**src/fetch_cfg_pkg.sv**
```systemverilog
package fetch_cfg_pkg;

    // Fetch block geometry
    localparam int FETCH_WIDTH = 4;
    localparam int INSTR_WIDTH = 32;
    localparam int INSTR_BYTES = INSTR_WIDTH / 8;
    localparam int ADDR_WIDTH = 32;
    localparam int BLOCK_BYTES = FETCH_WIDTH * INSTR_BYTES;

    // Instruction cache, two read ports
    localparam int CACHE_PORTS = 2;
    localparam int LINE_WIDTH = 128;
    localparam int LINE_BYTES = LINE_WIDTH / 8;

    // Boot address
    localparam logic [ADDR_WIDTH-1:0] RESET_PC = 32'h1c00_0000;

    // Fetch target queue
    localparam int FTQ_DEPTH = 4;
    localparam int FTQ_PTR_WIDTH = 2;

    // IDLE waits for a block, WAIT collects lines, HOLD presents lanes
    typedef enum logic [1:0] {
        IFU_IDLE = 2'd0,
        IFU_WAIT = 2'd1,
        IFU_HOLD = 2'd2
    } ifu_state_e;

endpackage

```
**src/instr_info_pkg.sv**
```systemverilog
package instr_info_pkg;

    // Predecode classes handed to the instruction buffer
    typedef enum logic [1:0] {
        CLS_ALU    = 2'd0,
        CLS_MEM    = 2'd1,
        CLS_JUMP   = 2'd2,
        CLS_BRANCH = 2'd3
    } instr_class_e;

    // Major opcode field
    localparam int OPC_MSB = 31;
    localparam int OPC_LSB = 26;
    localparam int OPC_WIDTH = OPC_MSB - OPC_LSB + 1;

    // Unconditional jumps, b and bl
    localparam logic [OPC_WIDTH-1:0] OPC_JUMP_B = 6'b010100;
    localparam logic [OPC_WIDTH-1:0] OPC_JUMP_BL = 6'b010101;

    // Conditional branches occupy a contiguous range
    localparam logic [OPC_WIDTH-1:0] OPC_BRANCH_LO = 6'b010110;
    localparam logic [OPC_WIDTH-1:0] OPC_BRANCH_HI = 6'b011011;

    // Loads and stores share this prefix
    localparam logic [OPC_WIDTH-1:0] OPC_MEM = 6'b001010;

endpackage

```
**src/ftq.sv**
```systemverilog
`timescale 1ns/1ps

module ftq
    import fetch_cfg_pkg::*;
(
    input  logic                  clk,
    input  logic                  rst_n,
    input  logic                  flush_i,

    // Block generator side
    input  logic                  blk_valid_i,
    input  logic [ADDR_WIDTH-1:0] blk_pc_i,
    input  logic                  blk_cross_i,
    output logic                  full_o,

    // Backend commit pulse
    input  logic                  commit_i,

    // IFU side
    output logic                  ifu_valid_o,
    output logic [ADDR_WIDTH-1:0] ifu_pc_o,
    output logic                  ifu_cross_o,
    input  logic                  ifu_accept_i
);

    logic [ADDR_WIDTH-1:0]    pc_mem [FTQ_DEPTH];
    logic [FTQ_DEPTH-1:0]     cross_mem;

    logic [FTQ_PTR_WIDTH-1:0] enq_ptr_q;
    logic [FTQ_PTR_WIDTH-1:0] iss_ptr_q;
    logic [FTQ_PTR_WIDTH-1:0] cmt_ptr_q;
    logic [FTQ_DEPTH-1:0]     issued_q;

    // Enqueued and not committed, enqueued and not issued
    logic [FTQ_PTR_WIDTH:0]   occ_q;
    logic [FTQ_PTR_WIDTH:0]   unissued_q;

    logic                     do_enq;
    logic                     do_issue;
    logic                     do_commit;

    assign full_o = (occ_q == (FTQ_PTR_WIDTH + 1)'(FTQ_DEPTH));
    assign do_enq = blk_valid_i && !full_o;

    assign ifu_valid_o = (unissued_q != '0);
    assign ifu_pc_o = pc_mem[iss_ptr_q];
    assign ifu_cross_o = cross_mem[iss_ptr_q];
    assign do_issue = ifu_accept_i && ifu_valid_o;

    // Only an entry already handed to the IFU can retire
    assign do_commit = commit_i && issued_q[cmt_ptr_q];

    always_ff @(posedge clk or negedge rst_n) begin
        if (!rst_n) begin
            enq_ptr_q <= '0;
            iss_ptr_q <= '0;
            cmt_ptr_q <= '0;
            issued_q <= '0;
            occ_q <= '0;
            unissued_q <= '0;
        end else if (flush_i) begin
            enq_ptr_q <= '0;
            iss_ptr_q <= '0;
            cmt_ptr_q <= '0;
            issued_q <= '0;
            occ_q <= '0;
            unissued_q <= '0;
        end else begin
            if (do_enq) begin
                enq_ptr_q <= enq_ptr_q + 1'b1;
            end
            if (do_issue) begin
                iss_ptr_q <= iss_ptr_q + 1'b1;
                issued_q[iss_ptr_q] <= 1'b1;
            end
            if (do_commit) begin
                cmt_ptr_q <= cmt_ptr_q + 1'b1;
                issued_q[cmt_ptr_q] <= 1'b0;
            end
            occ_q <= occ_q + (FTQ_PTR_WIDTH + 1)'(do_enq)
                     - (FTQ_PTR_WIDTH + 1)'(do_commit);
            unissued_q <= unissued_q + (FTQ_PTR_WIDTH + 1)'(do_enq)
                          - (FTQ_PTR_WIDTH + 1)'(do_issue);
        end
    end

    // Entry payload
    always_ff @(posedge clk) begin
        if (do_enq) begin
            pc_mem[enq_ptr_q] <= blk_pc_i;
            cross_mem[enq_ptr_q] <= blk_cross_i;
        end
    end

endmodule

```
**src/ifu.sv**
```systemverilog
`timescale 1ns/1ps

module ifu
    import fetch_cfg_pkg::*;
    import instr_info_pkg::*;
(
    input  logic                                     clk,
    input  logic                                     rst_n,
    input  logic                                     flush_i,

    // FTQ side
    input  logic                                     ftq_valid_i,
    input  logic [ADDR_WIDTH-1:0]                    ftq_pc_i,
    input  logic                                     ftq_cross_i,
    output logic                                     ftq_accept_o,

    // Instruction cache, two read ports
    output logic [CACHE_PORTS-1:0]                   icache_req_o,
    output logic [CACHE_PORTS-1:0][ADDR_WIDTH-1:0]   icache_addr_o,
    input  logic [CACHE_PORTS-1:0]                   icache_valid_i,
    input  logic [CACHE_PORTS-1:0][LINE_WIDTH-1:0]   icache_data_i,

    // Instruction buffer
    input  logic                                     stall_i,
    output logic [FETCH_WIDTH-1:0]                   instr_valid_o,
    output logic [FETCH_WIDTH-1:0][ADDR_WIDTH-1:0]   instr_pc_o,
    output logic [FETCH_WIDTH-1:0][INSTR_WIDTH-1:0]  instr_o,
    output instr_class_e [FETCH_WIDTH-1:0]           instr_class_o
);

    ifu_state_e                                state_q;
    logic [ADDR_WIDTH-1:0]                     blk_pc_q;
    logic [ADDR_WIDTH-1:0]                     line_base;
    logic [CACHE_PORTS-1:0][LINE_WIDTH-1:0]    line_q;
    logic [CACHE_PORTS-1:0][LINE_WIDTH-1:0]    line_m;
    logic [CACHE_PORTS-1:0]                    req_left;
    logic                                      drop_q;
    logic                                      ports_free;
    logic                                      accept;
    logic                                      lines_done;
    logic [CACHE_PORTS*LINE_WIDTH-1:0]         window;
    logic [FETCH_WIDTH-1:0][INSTR_WIDTH-1:0]   lane_instr;
    logic [FETCH_WIDTH-1:0][ADDR_WIDTH-1:0]    lane_pc;
    instr_class_e [FETCH_WIDTH-1:0]            lane_class;

    function automatic instr_class_e classify(input logic [INSTR_WIDTH-1:0] instr);
        logic [OPC_WIDTH-1:0] opc;
        opc = instr[OPC_MSB:OPC_LSB];
        if (opc == OPC_JUMP_B || opc == OPC_JUMP_BL) begin
            return CLS_JUMP;
        end else if (opc >= OPC_BRANCH_LO && opc <= OPC_BRANCH_HI) begin
            return CLS_BRANCH;
        end else if (opc == OPC_MEM) begin
            return CLS_MEM;
        end
        return CLS_ALU;
    endfunction

    // Ports still owed a response after this cycle
    assign req_left = icache_req_o & ~icache_valid_i;

    // Responses of a flushed block must drain before the ports are reused
    assign ports_free = !drop_q || (req_left == '0);

    assign accept = ftq_valid_i && !flush_i && ports_free &&
                    (state_q == IFU_IDLE || (state_q == IFU_HOLD && !stall_i));
    assign ftq_accept_o = accept;

    assign lines_done = (state_q == IFU_WAIT) && (req_left == '0);
    assign line_base = ftq_pc_i & ~ADDR_WIDTH'(LINE_BYTES - 1);

    // Take data arriving this cycle directly
    always_comb begin
        for (int p = 0; p < CACHE_PORTS; p++) begin
            line_m[p] = (icache_req_o[p] && icache_valid_i[p]) ? icache_data_i[p] : line_q[p];
        end
    end

    // Align four words from the start word onward, then predecode
    always_comb begin
        window = {line_m[1], line_m[0]};
        for (int i = 0; i < FETCH_WIDTH; i++) begin
            lane_instr[i] = window[(int'(blk_pc_q[3:2]) + i) * INSTR_WIDTH +: INSTR_WIDTH];
            lane_pc[i] = blk_pc_q + ADDR_WIDTH'(i * INSTR_BYTES);
            lane_class[i] = classify(lane_instr[i]);
        end
    end

    always_ff @(posedge clk or negedge rst_n) begin
        if (!rst_n) begin
            state_q <= IFU_IDLE;
            icache_req_o <= '0;
            drop_q <= 1'b0;
            instr_valid_o <= '0;
        end else begin
            // Requests stay up until answered, flush or not
            icache_req_o <= req_left;
            if (flush_i) begin
                state_q <= IFU_IDLE;
                drop_q <= |req_left;
                instr_valid_o <= '0;
            end else begin
                if (req_left == '0) begin
                    drop_q <= 1'b0;
                end
                case (state_q)
                    IFU_IDLE: begin
                        if (accept) begin
                            state_q <= IFU_WAIT;
                        end
                    end
                    IFU_WAIT: begin
                        if (lines_done) begin
                            state_q <= IFU_HOLD;
                            instr_valid_o <= '1;
                        end
                    end
                    IFU_HOLD: begin
                        if (!stall_i) begin
                            instr_valid_o <= '0;
                            state_q <= accept ? IFU_WAIT : IFU_IDLE;
                        end
                    end
                    default: begin
                        state_q <= IFU_IDLE;
                    end
                endcase
                if (accept) begin
                    icache_req_o <= {ftq_cross_i, 1'b1};
                end
            end
        end
    end

    always_ff @(posedge clk) begin
        if (accept) begin
            blk_pc_q <= ftq_pc_i;
            icache_addr_o[0] <= line_base;
            icache_addr_o[1] <= line_base + ADDR_WIDTH'(LINE_BYTES);
        end
        if (state_q == IFU_WAIT) begin
            line_q <= line_m;
        end
        if (lines_done) begin
            instr_pc_o <= lane_pc;
            instr_o <= lane_instr;
            instr_class_o <= lane_class;
        end
    end

endmodule

```
**src/frontend.sv**
```systemverilog
`timescale 1ns/1ps

module frontend
    import fetch_cfg_pkg::*;
    import instr_info_pkg::*;
(
    input  logic                                     clk,
    input  logic                                     rst_n,

    // Instruction cache
    output logic [CACHE_PORTS-1:0]                   icache_req_o,
    output logic [CACHE_PORTS-1:0][ADDR_WIDTH-1:0]   icache_addr_o,
    input  logic [CACHE_PORTS-1:0]                   icache_valid_i,
    input  logic [CACHE_PORTS-1:0][LINE_WIDTH-1:0]   icache_data_i,

    // Backend
    input  logic [ADDR_WIDTH-1:0]                    backend_next_pc_i,
    input  logic                                     backend_flush_i,
    input  logic                                     backend_commit_i,

    // Instruction buffer
    input  logic                                     instr_stall_i,
    output logic [FETCH_WIDTH-1:0]                   instr_valid_o,
    output logic [FETCH_WIDTH-1:0][ADDR_WIDTH-1:0]   instr_pc_o,
    output logic [FETCH_WIDTH-1:0][INSTR_WIDTH-1:0]  instr_o,
    output instr_class_e [FETCH_WIDTH-1:0]           instr_class_o
);

    logic [ADDR_WIDTH-1:0] pc_q;
    logic [ADDR_WIDTH-1:0] next_pc;
    logic                  ftq_full;
    logic                  blk_valid;
    logic                  blk_cross;
    logic                  ifu_blk_valid;
    logic [ADDR_WIDTH-1:0] ifu_blk_pc;
    logic                  ifu_blk_cross;
    logic                  ifu_accept;

    always_ff @(posedge clk or negedge rst_n) begin
        if (!rst_n) begin
            pc_q <= RESET_PC;
        end else begin
            pc_q <= next_pc;
        end
    end

    // Redirect first, then hold, then step one block
    always_comb begin
        if (backend_flush_i) begin
            next_pc = backend_next_pc_i;
        end else if (instr_stall_i || ftq_full) begin
            next_pc = pc_q;
        end else begin
            next_pc = pc_q + ADDR_WIDTH'(BLOCK_BYTES);
        end
    end

    // Sequential block of four, spills into the next line when unaligned
    assign blk_valid = !ftq_full && !instr_stall_i && !backend_flush_i;
    assign blk_cross = (pc_q[3:2] != 2'b00);

    ftq u_ftq (
        .clk          (clk),
        .rst_n        (rst_n),
        .flush_i      (backend_flush_i),
        .blk_valid_i  (blk_valid),
        .blk_pc_i     (pc_q),
        .blk_cross_i  (blk_cross),
        .full_o       (ftq_full),
        .commit_i     (backend_commit_i),
        .ifu_valid_o  (ifu_blk_valid),
        .ifu_pc_o     (ifu_blk_pc),
        .ifu_cross_o  (ifu_blk_cross),
        .ifu_accept_i (ifu_accept)
    );

    ifu u_ifu (
        .clk            (clk),
        .rst_n          (rst_n),
        .flush_i        (backend_flush_i),
        .ftq_valid_i    (ifu_blk_valid),
        .ftq_pc_i       (ifu_blk_pc),
        .ftq_cross_i    (ifu_blk_cross),
        .ftq_accept_o   (ifu_accept),
        .icache_req_o   (icache_req_o),
        .icache_addr_o  (icache_addr_o),
        .icache_valid_i (icache_valid_i),
        .icache_data_i  (icache_data_i),
        .stall_i        (instr_stall_i),
        .instr_valid_o  (instr_valid_o),
        .instr_pc_o     (instr_pc_o),
        .instr_o        (instr_o),
        .instr_class_o  (instr_class_o)
    );

endmodule

```
**config.mk**
```make
export PLATFORM = sky130hd
export DESIGN_NAME = frontend
export DESIGN_NICKNAME = d
export VERILOG_FILES = /design/src/fetch_cfg_pkg.sv /design/src/instr_info_pkg.sv /design/src/ftq.sv /design/src/ifu.sv /design/src/frontend.sv
export SDC_FILE = /design/constraint.sdc
export NUM_CORES = 1
export LEC_CHECK = 0
export ABC_AREA = 1
export BUFFER_PORTS_ARGS = -buffer_cell sky130_fd_sc_hd__buf_2
export CELL_PAD_IN_SITES_DETAIL_PLACEMENT = 1
export CELL_PAD_IN_SITES_GLOBAL_PLACEMENT = 1
export CORE_ASPECT_RATIO = 0.9
export CORE_MARGIN = 3
export CORE_UTILIZATION = 44
export CTS_CLUSTER_SIZE = 25
export DETAILED_ROUTE_END_ITERATION = 6
export MAX_ROUTING_LAYER = met4
export PLACE_DENSITY_LB_ADDON = 0.1
export SLEW_MARGIN = 10
export SYNTH_ARGS = -nofsm -noshare
export SYNTH_HDL_FRONTEND = slang
export SYNTH_SLANG_ARGS = --single-unit
export TNS_END_PERCENT = 1
```
**constraint.sdc**
```tcl
create_clock -name clk -period 26.8 [get_ports clk]
set_input_delay 4.02 -clock clk [delete_from_list [all_inputs] [get_ports clk]]
set_output_delay 4.02 -clock clk [all_outputs]
set_load 0.005 [all_outputs]
```
==> impl_metrics.csv, run 1 <==
group,metric,value,unit
die,rows,96,
yosys,ys.flop_type,"edfxtp_1",
routing,drc,0,
power_and_ir_drop,power.leakage,17.37,nW
critical_path,crit_type,"in -> reg",
clock_network,cts.path.max_buffers,3,
routing,drt_pass1_iterations,5,
sta,setup-violations-final,0,
sta,fin_crit_sh,27.37,%
critical_path,crit_family,"buffers and inverters",
sta,clock.fmax,0.1363,GHz
global_routing,globalRouteTotalUtil,28.77,%
clock_network,cts_resized,0,
sta,hold_viol,0,
yosys,synth_edf_count,672,
clock_network,postCtsSetupBuffers,0,
worst_hold_path,worstHoldStart,"u_ifu.drop_q$_DFFE_PN0P_",
die,die-area,0.08138,mm2
critical_path,max_stage_delay,0.81,ns
global_routing,antenna_found_initial,51,
worst_hold_path,min_path_type,"reg -> reg",
layout,stdcell_area,0.04046,mm2
clock_network,cts_tree,"done",
sta,finClkSkew,0.03287,ns
critical_path,r2r_start,"u_ifu.state_q[1]$_DFFE_PN0P_",
sta,fin_tns_setup,0,ns
placement,placed_area,0.03773,mm2
status,status,"complete, no violations",
sta,layout_min_cycle_time,7.336,ns
global_routing,grt_pass1_vias,26350,
clock_network,worstSkewPairLatency,0.63,ns
yosys,yosys-top-cells-area,"edfxtp_1 (59%), nand2_1 (6.5%), inv_1 (4.0%)",
sta,worst_pin_slew,1.161,ns
routing,vias,25950,
yosys,netlist_instances,3225,
critical_path,cp-start-kind,"primary input",
yosys,ys_types,47,
yosys,synth-seq-area-share,62.75,%
layout,final_cell_mix,"edfxtp_1 (672), nand2_1 (596), buf_2 (588), inv_1 (362), o21ai_0 (255)",
yosys,syn-cell-area,0.03432,mm2
critical_path,required,27.34,ns
layout,nets,4042,
layout,areaGrowthSynthToFinish,17.91,%
die,start_util,44.71,%
clock_network,holdBufCountCts,0,
critical_path,crit_chain,"buf_2, inv_1, nand3_1, clkinv_1, ha_1, inv_1, fa_1, nor2_1",
critical_path,cp.buffers_inverters,4,
yosys,synth.largest_area_cell,"edfxtp_1",
power_and_ir_drop,ir_worst_vdd,0.07776,mV
routing,avgRoutedWirePerCell,24.12,um
global_routing,grt_pass1_wl,170500,um
die,die_width,300.4,um
placement,dp_hpwl,82770,um
sta,maxSlewHeadroom,22.61,%
die,die_y,270.9,um
routing,viasPerCell,5.343,
power_and_ir_drop,pwr_density_cell,110.5,mW/mm2
routing,wirelength,117100,um
critical_path,cp-end-kind,"flop",
critical_path,critPathMaxFanout,41,
placement,portBuffers,588,
yosys,syn_area_per_cell,10.64,um2
clock_network,h-tree-depth,3,
yosys,ys_async_sr_fraction,7.438,%
global_routing,grt_max_degree,167,
yosys,ys_ff_latch,726,
critical_path,worst_path_max_delay_cell,"clkinv_1",
clock_network,clk_pin_slew,0.06,ns
die,ios,629,
yosys,synth_top_area_share,58.81,%
run,cap_violations,0,
yosys,yosysWarnings,0,
placement,globalplace.congestion,0.9234,
routing,ant_nets,0,
clock_network,numCtsBuffers,81,
critical_path,cpMostUsedCell,"inv_1",
sta,rsz0062_at_grt,"no",
layout,drive_above_1_share,22.23,%
clock_network,ctsRootBufferMaster,"clkbuf_16",
sta,slew_violations,0,
routing,drt-initial-drc-count,2230,
die,coreArea,0.07675,mm2
clock_network,numClockSinks,726,
critical_path,cp-startpoint,"backend_flush_i",
critical_path,arrival,7.87,ns
global_routing,overflow,0,
layout,final_common_cell,"edfxtp_1",
sequential cells by signal, summed over array words and instances, names as in the netlist, 3 cells and up:
name                 cells
u_ftq.occ_q              3
u_ifu.instr_class_o      8
u_ifu.instr_o          128
u_ftq.unissued_q         3
u_ifu.blk_pc_q          32
pc_q                    32
u_ftq.pc_mem           128
u_ifu.icache_addr_o     28
u_ftq.cross_mem          4
u_ifu.line_q           224
u_ifu.instr_pc_o       120
u_ftq.issued_q           4
per-stage QoR:
step                worst slack, ns  hold slack (ns)  util [%]  cells  power (mW)
CTS                           19.43           0.5062     52.55   4812       4.487
global placement              18.96           0.4724     49.16   4669       3.299
finish                        19.46           0.5036     52.72   4856       4.471
floorplan                     4.274           0.4003         -   3232       2.846
global route                  19.16           0.5491     52.71   4853       4.721
detailed placement            18.76           0.4887     49.16   4669       3.363
cells by family after synthesis:
family / count (synthesis) / synth area share (%)
xor gates and xnor gates: 115 / 2.935
muxes: 118 / 3.442
AOI/OAI and AO/OA: 529 / 7.945
DFF: 726 / 62.75
buffers and inverters: 578 / 7.311
and+or+nand+nor: 1135 / 14.72
adders and majority gates: 23 / 0.8824
other: 1 / 0.01093
worst reg2reg max path, cell delays in order, from the launching register on:
cell	delay, ns
dfrtp_1	0.44
nor2_4	0.15
buf_12	0.60
inv_1	0.24
nor2_4	0.47
buf_4	0.81
buf_12	0.71
cells in the mapped netlist, types with 3 or more instances:
master	instances
a21oi_1	221
and2_1	4
buf_1	9
buf_2	44
buf_4	63
buf_6	6
clkbuf_1	84
dfrtp_1	51
dfstp_2	3
edfxtp_1	672
ha_1	21
inv_1	363
inv_2	6
mux2i_1	118
nand2_1	596
nand2_2	16
nand3_1	211
nand3_2	5
nand3b_1	4
nand4_1	25
nor2_1	152
nor2_2	15
nor2_4	4
nor3_1	23
nor3_2	3
nor3_4	5
nor4_1	4
o211ai_1	13
o21ai_0	255
o21ai_1	19
o221ai_1	4
o22ai_1	9
or2_0	22
or2_2	43
xnor2_1	14
xor2_1	101
layer usage:
metal | part of all wire, % | GRT usage [%] | vias up
met3 | 7.9 | 7.101 | 152
li1 | - | - | 11970
met5 | 0 | - | -
met4 | 2.5 | 8.548 | 0
met2 | 47 | 44.17 | 854
met1 | 43 | 37.93 | 12970
power breakdown:
part	leakage (nW)	switching, mW	internal [mW]
Combinational	9.24	1.09	0.430
Clock	1.28	0.459	0.651
Sequential	6.85	0.151	1.69
Total	17.4	1.70	2.77
path summary, 6_finish.rpt:
path,end,slack [ns],depth (start not counted)
setup reg to reg,u_ifu.instr_pc_o[112]$_DFFE_PP_,22.80,6
setup / recovery,u_ftq.unissued_q[1]$_DFF_PN0_,19.46,8
hold reg to reg,u_ifu.drop_q$_DFFE_PN0P_,0.50,2
max in group asynchronous,u_ftq.iss_ptr_q[0]$_DFFE_PN0P_,22.74,2
min in group asynchronous,pc_q[9]$_DFFE_PN0N_,3.55,2
hold / removal,u_ifu.drop_q$_DFFE_PN0P_,0.50,2
final cells by class:
cell class | instances | area, um2
fillers | 8511 | 36290
repair buffers | 615 | 3183
inverters | 372 | 1406
diodes | 43 | 107.6
clock inverters | 45 | 440.4
flip-flops and latches | 726 | 21540
multi-input cells | 1928 | 10340
clock buffers | 98 | 2165
well taps | 1029 | 1287
Power figures use the tool's default switching activity.
==> inputs of run 2 (changes only) <==
--- a/config.mk
+++ b/config.mk
@@ -5,13 +5,13 @@
 export SDC_FILE = /design/constraint.sdc
 export NUM_CORES = 1
 export LEC_CHECK = 0
-export ABC_AREA = 1
+export ABC_AREA = 0
 export BUFFER_PORTS_ARGS = -buffer_cell sky130_fd_sc_hd__buf_2
 export CELL_PAD_IN_SITES_DETAIL_PLACEMENT = 1
 export CELL_PAD_IN_SITES_GLOBAL_PLACEMENT = 1
 export CORE_ASPECT_RATIO = 0.9
 export CORE_MARGIN = 3
-export CORE_UTILIZATION = 44
+export CORE_UTILIZATION = 41
 export CTS_CLUSTER_SIZE = 25
 export DETAILED_ROUTE_END_ITERATION = 6
 export MAX_ROUTING_LAYER = met4
==> constraint.sdc (replaced) <==
create_clock -name clk -period 6.2 [get_ports clk]
set_input_delay 0.93 -clock clk [delete_from_list [all_inputs] [get_ports clk]]
set_output_delay 0.93 -clock clk [all_outputs]
set_load 0.005 [all_outputs]
==> impl_metrics.csv, run 2 <==
group,metric,value,unit
clock_network,holdBufCountCts,0,
global_routing,antenna_found_initial,35,
routing,vias,20610,
worst_hold_path,holdPathStages,0,
global_routing,grt_max_degree,162,
yosys,synth_top_area_share,61.22,%
clock_network,cts_tree,"done",
global_routing,globalRouteTotalUtil,23.17,%
layout,regMostFlops,"u_ifu.line_q",
layout,multi_input_area,0.01003,mm2
clock_network,numCtsBuffers,81,
clock_network,cts.path.max_buffers,3,
sta,slew_violations,0,
placement,globalplace.congestion,0.8408,
layout,final_common_cell,"edfxtp_1",
critical_path,arrival,3.84,ns
placement,place_ws,2.116,ns
critical_path,reg2reg_depth,8,
clock_network,cts_resized,0,
die,ios,629,
global_routing,overflow,0,
yosys,ys_ff_latch,726,
layout,seq_area,0.02154,mm2
sta,clock.fmax,0.2877,GHz
clock_network,clk_pin_slew,0.06,ns
die,coreArea,0.07877,mm2
placement,dp.cells,3748,
routing,viasPerCell,5.238,
yosys,syn-cell-area,0.03296,mm2
sta,layout_min_cycle_time,3.476,ns
critical_path,required,6.57,ns
yosys,yosysWarnings,0,
sta,final.setup.worst_slack,2.724,ns
yosys,netlist_instances,2263,
yosys,post-synth-top-count-cell,"edfxtp_1",
clock_network,postCtsSetupBuffers,0,
critical_path,r2r_setup_slack,2.72,ns
worst_hold_path,min_path_type,"reg -> reg",
run,cap_violations,0,
critical_path,reg2reg_to,"u_ifu.instr_pc_o[121]$_DFFE_PP_",
layout,stdcell_area,0.03917,mm2
routing,avgRoutedWirePerCell,24.40,um
status,status,"complete, no violations",
sta,fin_crit_sh,56.06,%
placement,portBuffers,588,
die,die-area,0.08384,mm2
sta,setup-violations-final,0,
global_routing,grt_pass1_vias,21650,
routing,ant_nets,0,
power_and_ir_drop,ir_worst_vdd,0.2828,mV
layout,fillers,8000,
critical_path,crit_type,"reg -> reg",
layout,fin_cells,3934,
sta,hold_viol,0,
layout,largestRegisters,"u_ifu.line_q x224, u_ftq.pc_mem x128, u_ifu.instr_o x128",
yosys,synth-seq-area-share,65.33,%
yosys,yosys-top-cells-area,"edfxtp_1 (61%), mux2_2 (5.7%), dfrtp_1 (3.9%)",
power_and_ir_drop,power.leakage,15.64,nW
yosys,synth_edf_count,672,
sta,maxSlewHeadroom,25.96,%
yosys,ys_async_sr_fraction,7.438,%
power_and_ir_drop,power,17.52,mW
sta,rsz0062_at_grt,"no",
layout,drive_above_1_share,34.02,%
routing,drt-initial-drc-count,1271,
sta,finClkSkew,0.02009,ns
worst_hold_path,min_to,"u_ifu.instr_pc_o[97]$_DFFE_PP_",
worst_hold_path,worstHoldStart,"u_ifu.blk_pc_q[1]$_DFFE_PN_",
layout,final_cell_mix,"edfxtp_1 (672), buf_2 (588), nand2_1 (175), mux2_2 (168), mux2i_1 (123)",
power_and_ir_drop,pwr_density_cell,447.3,mW/mm2
die,start_util,41.85,%
yosys,synth.largest_area_cell,"edfxtp_1",
routing,drc,0,
clock_network,ctsRootBufferMaster,"clkbuf_16",
yosys,ys.flop_type,"edfxtp_1",
critical_path,r2r_start,"u_ifu.blk_pc_q[3]$_DFFE_PN_",
die,rows,97,
layout,areaGrowthSynthToFinish,18.84,%
yosys,netlist_top_cells_count,"edfxtp_1 (672), nand2_1 (175), mux2_2 (168)",
die,die_width,304.9,um
critical_path,cp-start-kind,"flop",
critical_path,critPathMaxFanout,62,
routing,wirelength,95980,um
clock_network,worstSkewPairLatency,0.64,ns
clock_network,h-tree-depth,3,
yosys,syn_area_per_cell,14.57,um2
sta,worst_pin_slew,1.111,ns
die,die_y,275.0,um
global_routing,grt_pass1_wl,141500,um
clock_network,numClockSinks,726,
critical_path,cp-end-kind,"flop",
yosys,ys_types,67,
placement,placed_area,0.03652,mm2
routing,drt_pass1_iterations,6,
layout,nets,3110,
layout,largest_reg_flops,224,
sta,fin_tns_setup,0,ns
placement,dp_hpwl,65810,um
## run 2: report_power, final
group | leakage, nW | internal (mW) | switching (mW)
registers | 6.86 | 7.13 | 0.579
logic | 7.54 | 2.02 | 3.11
clock network | 1.24 | 2.65 | 2.03
total | 15.6 | 11.8 | 5.72
## run 2: worst max-delay path by stage
stage / depth (start not counted) / startpoint / to
4_1_cts: 8 / u_ifu.blk_pc_q[3]$_DFFE_PN_ / u_ifu.instr_pc_o[121]$_DFFE_PP_
6_report: 8 / u_ifu.blk_pc_q[3]$_DFFE_PN_ / u_ifu.instr_pc_o[121]$_DFFE_PP_
3_3_place_gp: 6 / icache_valid_i[1] / u_ifu.instr_class_o[4]$_SDFFCE_PP0P_
5_1_grt: 8 / u_ifu.blk_pc_q[3]$_DFFE_PN_ / u_ifu.instr_pc_o[121]$_DFFE_PP_
3_5_place_dp: 6 / icache_valid_i[1] / u_ifu.instr_class_o[4]$_SDFFCE_PP0P_
2_1_floorplan: 2 / u_ifu.state_q[1]$_DFFE_PN0P_ / u_ifu.line_q[0]$_DFFE_PP_
## run 2: kinds of logic (layout without fill, tap and decap cells)
| kind of cell | Yosys count | after routing | share of synthesized area [%] |
|---|---|---|---|
| multiplexers | 355 | 355 | 14.00 |
| flip-flops | 726 | 726 | 65.33 |
| XOR/XNOR | 145 | 145 | 3.853 |
| buffers and inverters | 301 | 891 | 4.418 |
| AO/OA/AOI/OAI | 231 | 231 | 4.346 |
| other | 1 | 43 | 0.01138 |
| AND/OR/NAND/NOR | 481 | 481 | 7.129 |
| adder cells (fa/ha/maj) | 23 | 23 | 0.9186 |
## run 2: layer usage
metal  up-vias  track usage [%]  wire (um)
met3       143            5.019       5577
met4         0            8.246       2742
li1       9423                -          -
met5         -                -          0
met2       554            37.73      47460
met1     10490            28.74      40200
## run 2: critical path: stages (launching register included)
cell	delay, ns
edfxtp_1	0.38
buf_4	0.37
inv_4	0.61
ha_1	0.26
a21oi_1	0.16
nor4_2	0.71
nand4_1	0.30
nor3_1	0.28
xor2_1	0.10
## run 2: stage by stage
stage / hold WS (ns) / utilization, %
finish: 0.4175 / 49.73
global route: 0.4393 / 49.73
CTS: 0.4185 / 49.62
detailed placement: 0.4144 / 46.37
global placement: 0.4117 / 46.37
floorplan: 0.4003 / -
## run 2: cell type report
cell class	count	share of cell area, %
Antenna cell	35	0.2236
Clock inverter	50	1.175
Inverter	124	1.214
Tap cell	1039	3.319
Timing Repair Buffer	616	8.113
Clock buffer	101	5.366
Multi-Input combinational cell	1243	25.61
Sequential cell	726	54.98
==> inputs of run 3 (changes only) <==
--- a/config.mk
+++ b/config.mk
@@ -11,7 +11,7 @@
 export CELL_PAD_IN_SITES_GLOBAL_PLACEMENT = 1
 export CORE_ASPECT_RATIO = 0.9
 export CORE_MARGIN = 3
-export CORE_UTILIZATION = 41
+export CORE_UTILIZATION = 46
 export CTS_CLUSTER_SIZE = 25
 export DETAILED_ROUTE_END_ITERATION = 6
 export MAX_ROUTING_LAYER = met4
==> constraint.sdc (replaced) <==
create_clock -name clk -period 3.3 [get_ports clk]
set_input_delay 0.495 -clock clk [delete_from_list [all_inputs] [get_ports clk]]
set_output_delay 0.495 -clock clk [all_outputs]
set_load 0.005 [all_outputs]
==> impl_metrics.csv, run 3 (synthesis gave the netlist of run 2 again) <==
group,metric,value,unit
status,status,"complete, no violations",
layout,multi_input_area,0.01004,mm2
routing,wirelength,99330,um
critical_path,critPathMaxFanout,10,
critical_path,r2r_setup_slack,0.44,ns
power_and_ir_drop,clkPwrFrac,26.3,%
critical_path,r2r_start,"u_ftq.iss_ptr_q[0]$_DFFE_PN0P_",
sta,slew_violations,0,
run,cap_violations,0,
clock_network,ctsRootBufferMaster,"clkbuf_16",
die,die_width,288.2,um
layout,regMostFlops,"u_ifu.line_q",
layout,largest_reg_flops,224,
layout,fillers,7063,
clock_network,holdBufCountCts,0,
sta,rsz0062_at_grt,"no",
die,rows,92,
power_and_ir_drop,power.leakage,15.90,nW
critical_path,reg2reg_to,"u_ifu.icache_addr_o[62]$_DFFE_PN_",
routing,drc,0,
sta,finClkSkew,0.02146,ns
worst_hold_path,min_path_type,"in -> async",
clock_network,numCtsBuffers,78,
routing,vias,20970,
sta,maxSlewHeadroom,37.86,%
sta,setup-violations-final,0,
clock_network,cts.path.max_buffers,3,
die,ios,629,
routing,avgRoutedWirePerCell,25.67,um
routing,wl_met1,42000,um
placement,dp_hpwl,71530,um
layout,final_cell_mix,"edfxtp_1 (672), buf_2 (588), nand2_1 (174), mux2_2 (168), mux2i_1 (123)",
critical_path,crit_type,"reg -> reg",
sta,layout_min_cycle_time,2.860,ns
sta,fin_tns_setup,0,ns
critical_path,cp-end-kind,"flop",
clock_network,cts_tree,"done",
routing,met2_length,47980,um
global_routing,grt_pass1_wl,144600,um
clock_network,cts_resized,0,
power_and_ir_drop,ir_worst_vdd,0.5657,mV
layout,final_common_cell,"edfxtp_1",
routing,drt_pass1_iterations,5,
clock_network,h-tree-depth,3,
critical_path,required,3.65,ns
sta,hold_viol,0,
sta,fin_crit_sh,86.66,%
clock_network,clk_pin_slew,0.06,ns
die,start_util,46.79,%
global_routing,overflow,0,
power_and_ir_drop,internal_power,22.54,mW
global_routing,globalRouteTotalUtil,26.79,%
layout,fin_cells,3869,
placement,dp.cells,3693,
power_and_ir_drop,p_sw,10.82,mW
global_routing,antenna_found_initial,37,
routing,viasPerCell,5.421,
routing,top_layer_used,"met4",
layout,seq_area,0.02154,mm2
layout,nets,3151,
placement,portBuffers,588,
die,coreArea,0.07045,mm2
critical_path,arrival,3.21,ns
placement,globalplace.congestion,0.8759,
global_routing,grt_pass1_vias,21770,
layout,largestRegisters,"u_ifu.line_q x224, u_ftq.pc_mem x128, u_ifu.instr_o x128",
global_routing,grt_max_degree,131,
clock_network,worstSkewPairLatency,0.61,ns
layout,drive_above_1_share,35.03,%
layout,areaGrowthSynthToFinish,19.75,%
power_and_ir_drop,power_switching_share,32.43,%
clock_network,postCtsSetupBuffers,0,
power_and_ir_drop,pwr_density_cell,845.0,mW/mm2
routing,drt-initial-drc-count,1586,
power_and_ir_drop,p_seq_share,43.0,%
routing,met3_length,6469,um
power_and_ir_drop,combPwrFrac,30.7,%
critical_path,reg2reg_depth,7,
sta,clock.fmax,0.3497,GHz
die,die_y,260.0,um
clock_network,numClockSinks,726,
critical_path,cp-start-kind,"flop",
die,die-area,0.07491,mm2
routing,ant_nets,0,
sta,worst_pin_slew,0.9321,ns
-- run 3: per-stage QoR --
stage / worst slack, ns / util [%] / total power [mW] / area, um2 / hold slack, ns
final: 0.4402 / 56.03 / 33.35 / 39470 / 0.01737
after global routing: 0.2333 / 56.03 / 35.03 / 39470 / 0.06139
after CTS: 0.4142 / 55.91 / 33.65 / 39390 / 0.005309
after detailed placement: 0.3914 / 52.30 / 24.78 / 36840 / 0.4883
after global placement: 0.5330 / 52.30 / 24.33 / 36840 / 0.4757
after floorplan: -1.603 / - / 20.99 / 33010 / 0.1994
-- run 3: layout make-up --
class                   count  share of cell area [%]
well taps                 940                   2.979
multi-input cells        1243                   25.43
clock buffers              97                   5.395
flip-flops and latches    726                   54.56
clock inverters            45                   1.052
inverters                 124                   1.198
diodes                     34                  0.2155
repair buffers            660                   9.173
-- run 3: power by group through the flow --
stage          logic (mW)  clock network [mW]  registers, mW
2_1_floorplan        6.52                   0           14.5
3_3_place_gp         9.94                   0           14.4
3_5_place_dp         10.3                   0           14.5
4_1_cts              10.3                8.98           14.3
5_1_grt              11.2                9.35           14.5
6_report             10.2                8.79           14.3
-- run 3: how the worst max path moves through the flow --
stage / cells past startpoint / from / to
floorplan: 3 / icache_valid_i[0] / u_ifu.instr_class_o[0]$_SDFFCE_PP0P_
global placement: 6 / u_ftq.iss_ptr_q[0]$_DFFE_PN0P_ / u_ifu.icache_addr_o[61]$_DFFE_PN_
detailed placement: 6 / u_ftq.iss_ptr_q[0]$_DFFE_PN0P_ / u_ifu.icache_addr_o[55]$_DFFE_PN_
CTS: 6 / u_ftq.iss_ptr_q[0]$_DFFE_PN0P_ / u_ifu.icache_addr_o[55]$_DFFE_PN_
global route: 6 / u_ftq.iss_ptr_q[0]$_DFFE_PN0P_ / u_ifu.icache_addr_o[55]$_DFFE_PN_
finish: 7 / u_ftq.iss_ptr_q[0]$_DFFE_PN0P_ / u_ifu.icache_addr_o[62]$_DFFE_PN_
-- run 3: worst max-delay path: stages (launching register included) --
cell     delay, ns
dfrtp_2       0.51
mux4_1        0.52
ha_1          0.28
or2b_2        0.32
o22a_1        0.27
nor4_4        0.36
nand4_1       0.17
xnor2_1       0.18
-- run 3: metal layers --
layer	vias up	global-route usage [%]
li1	9507	-
met1	10680	35.15
met2	640	42.47
met3	148	5.302
met4	0	8.160
met5	-	-
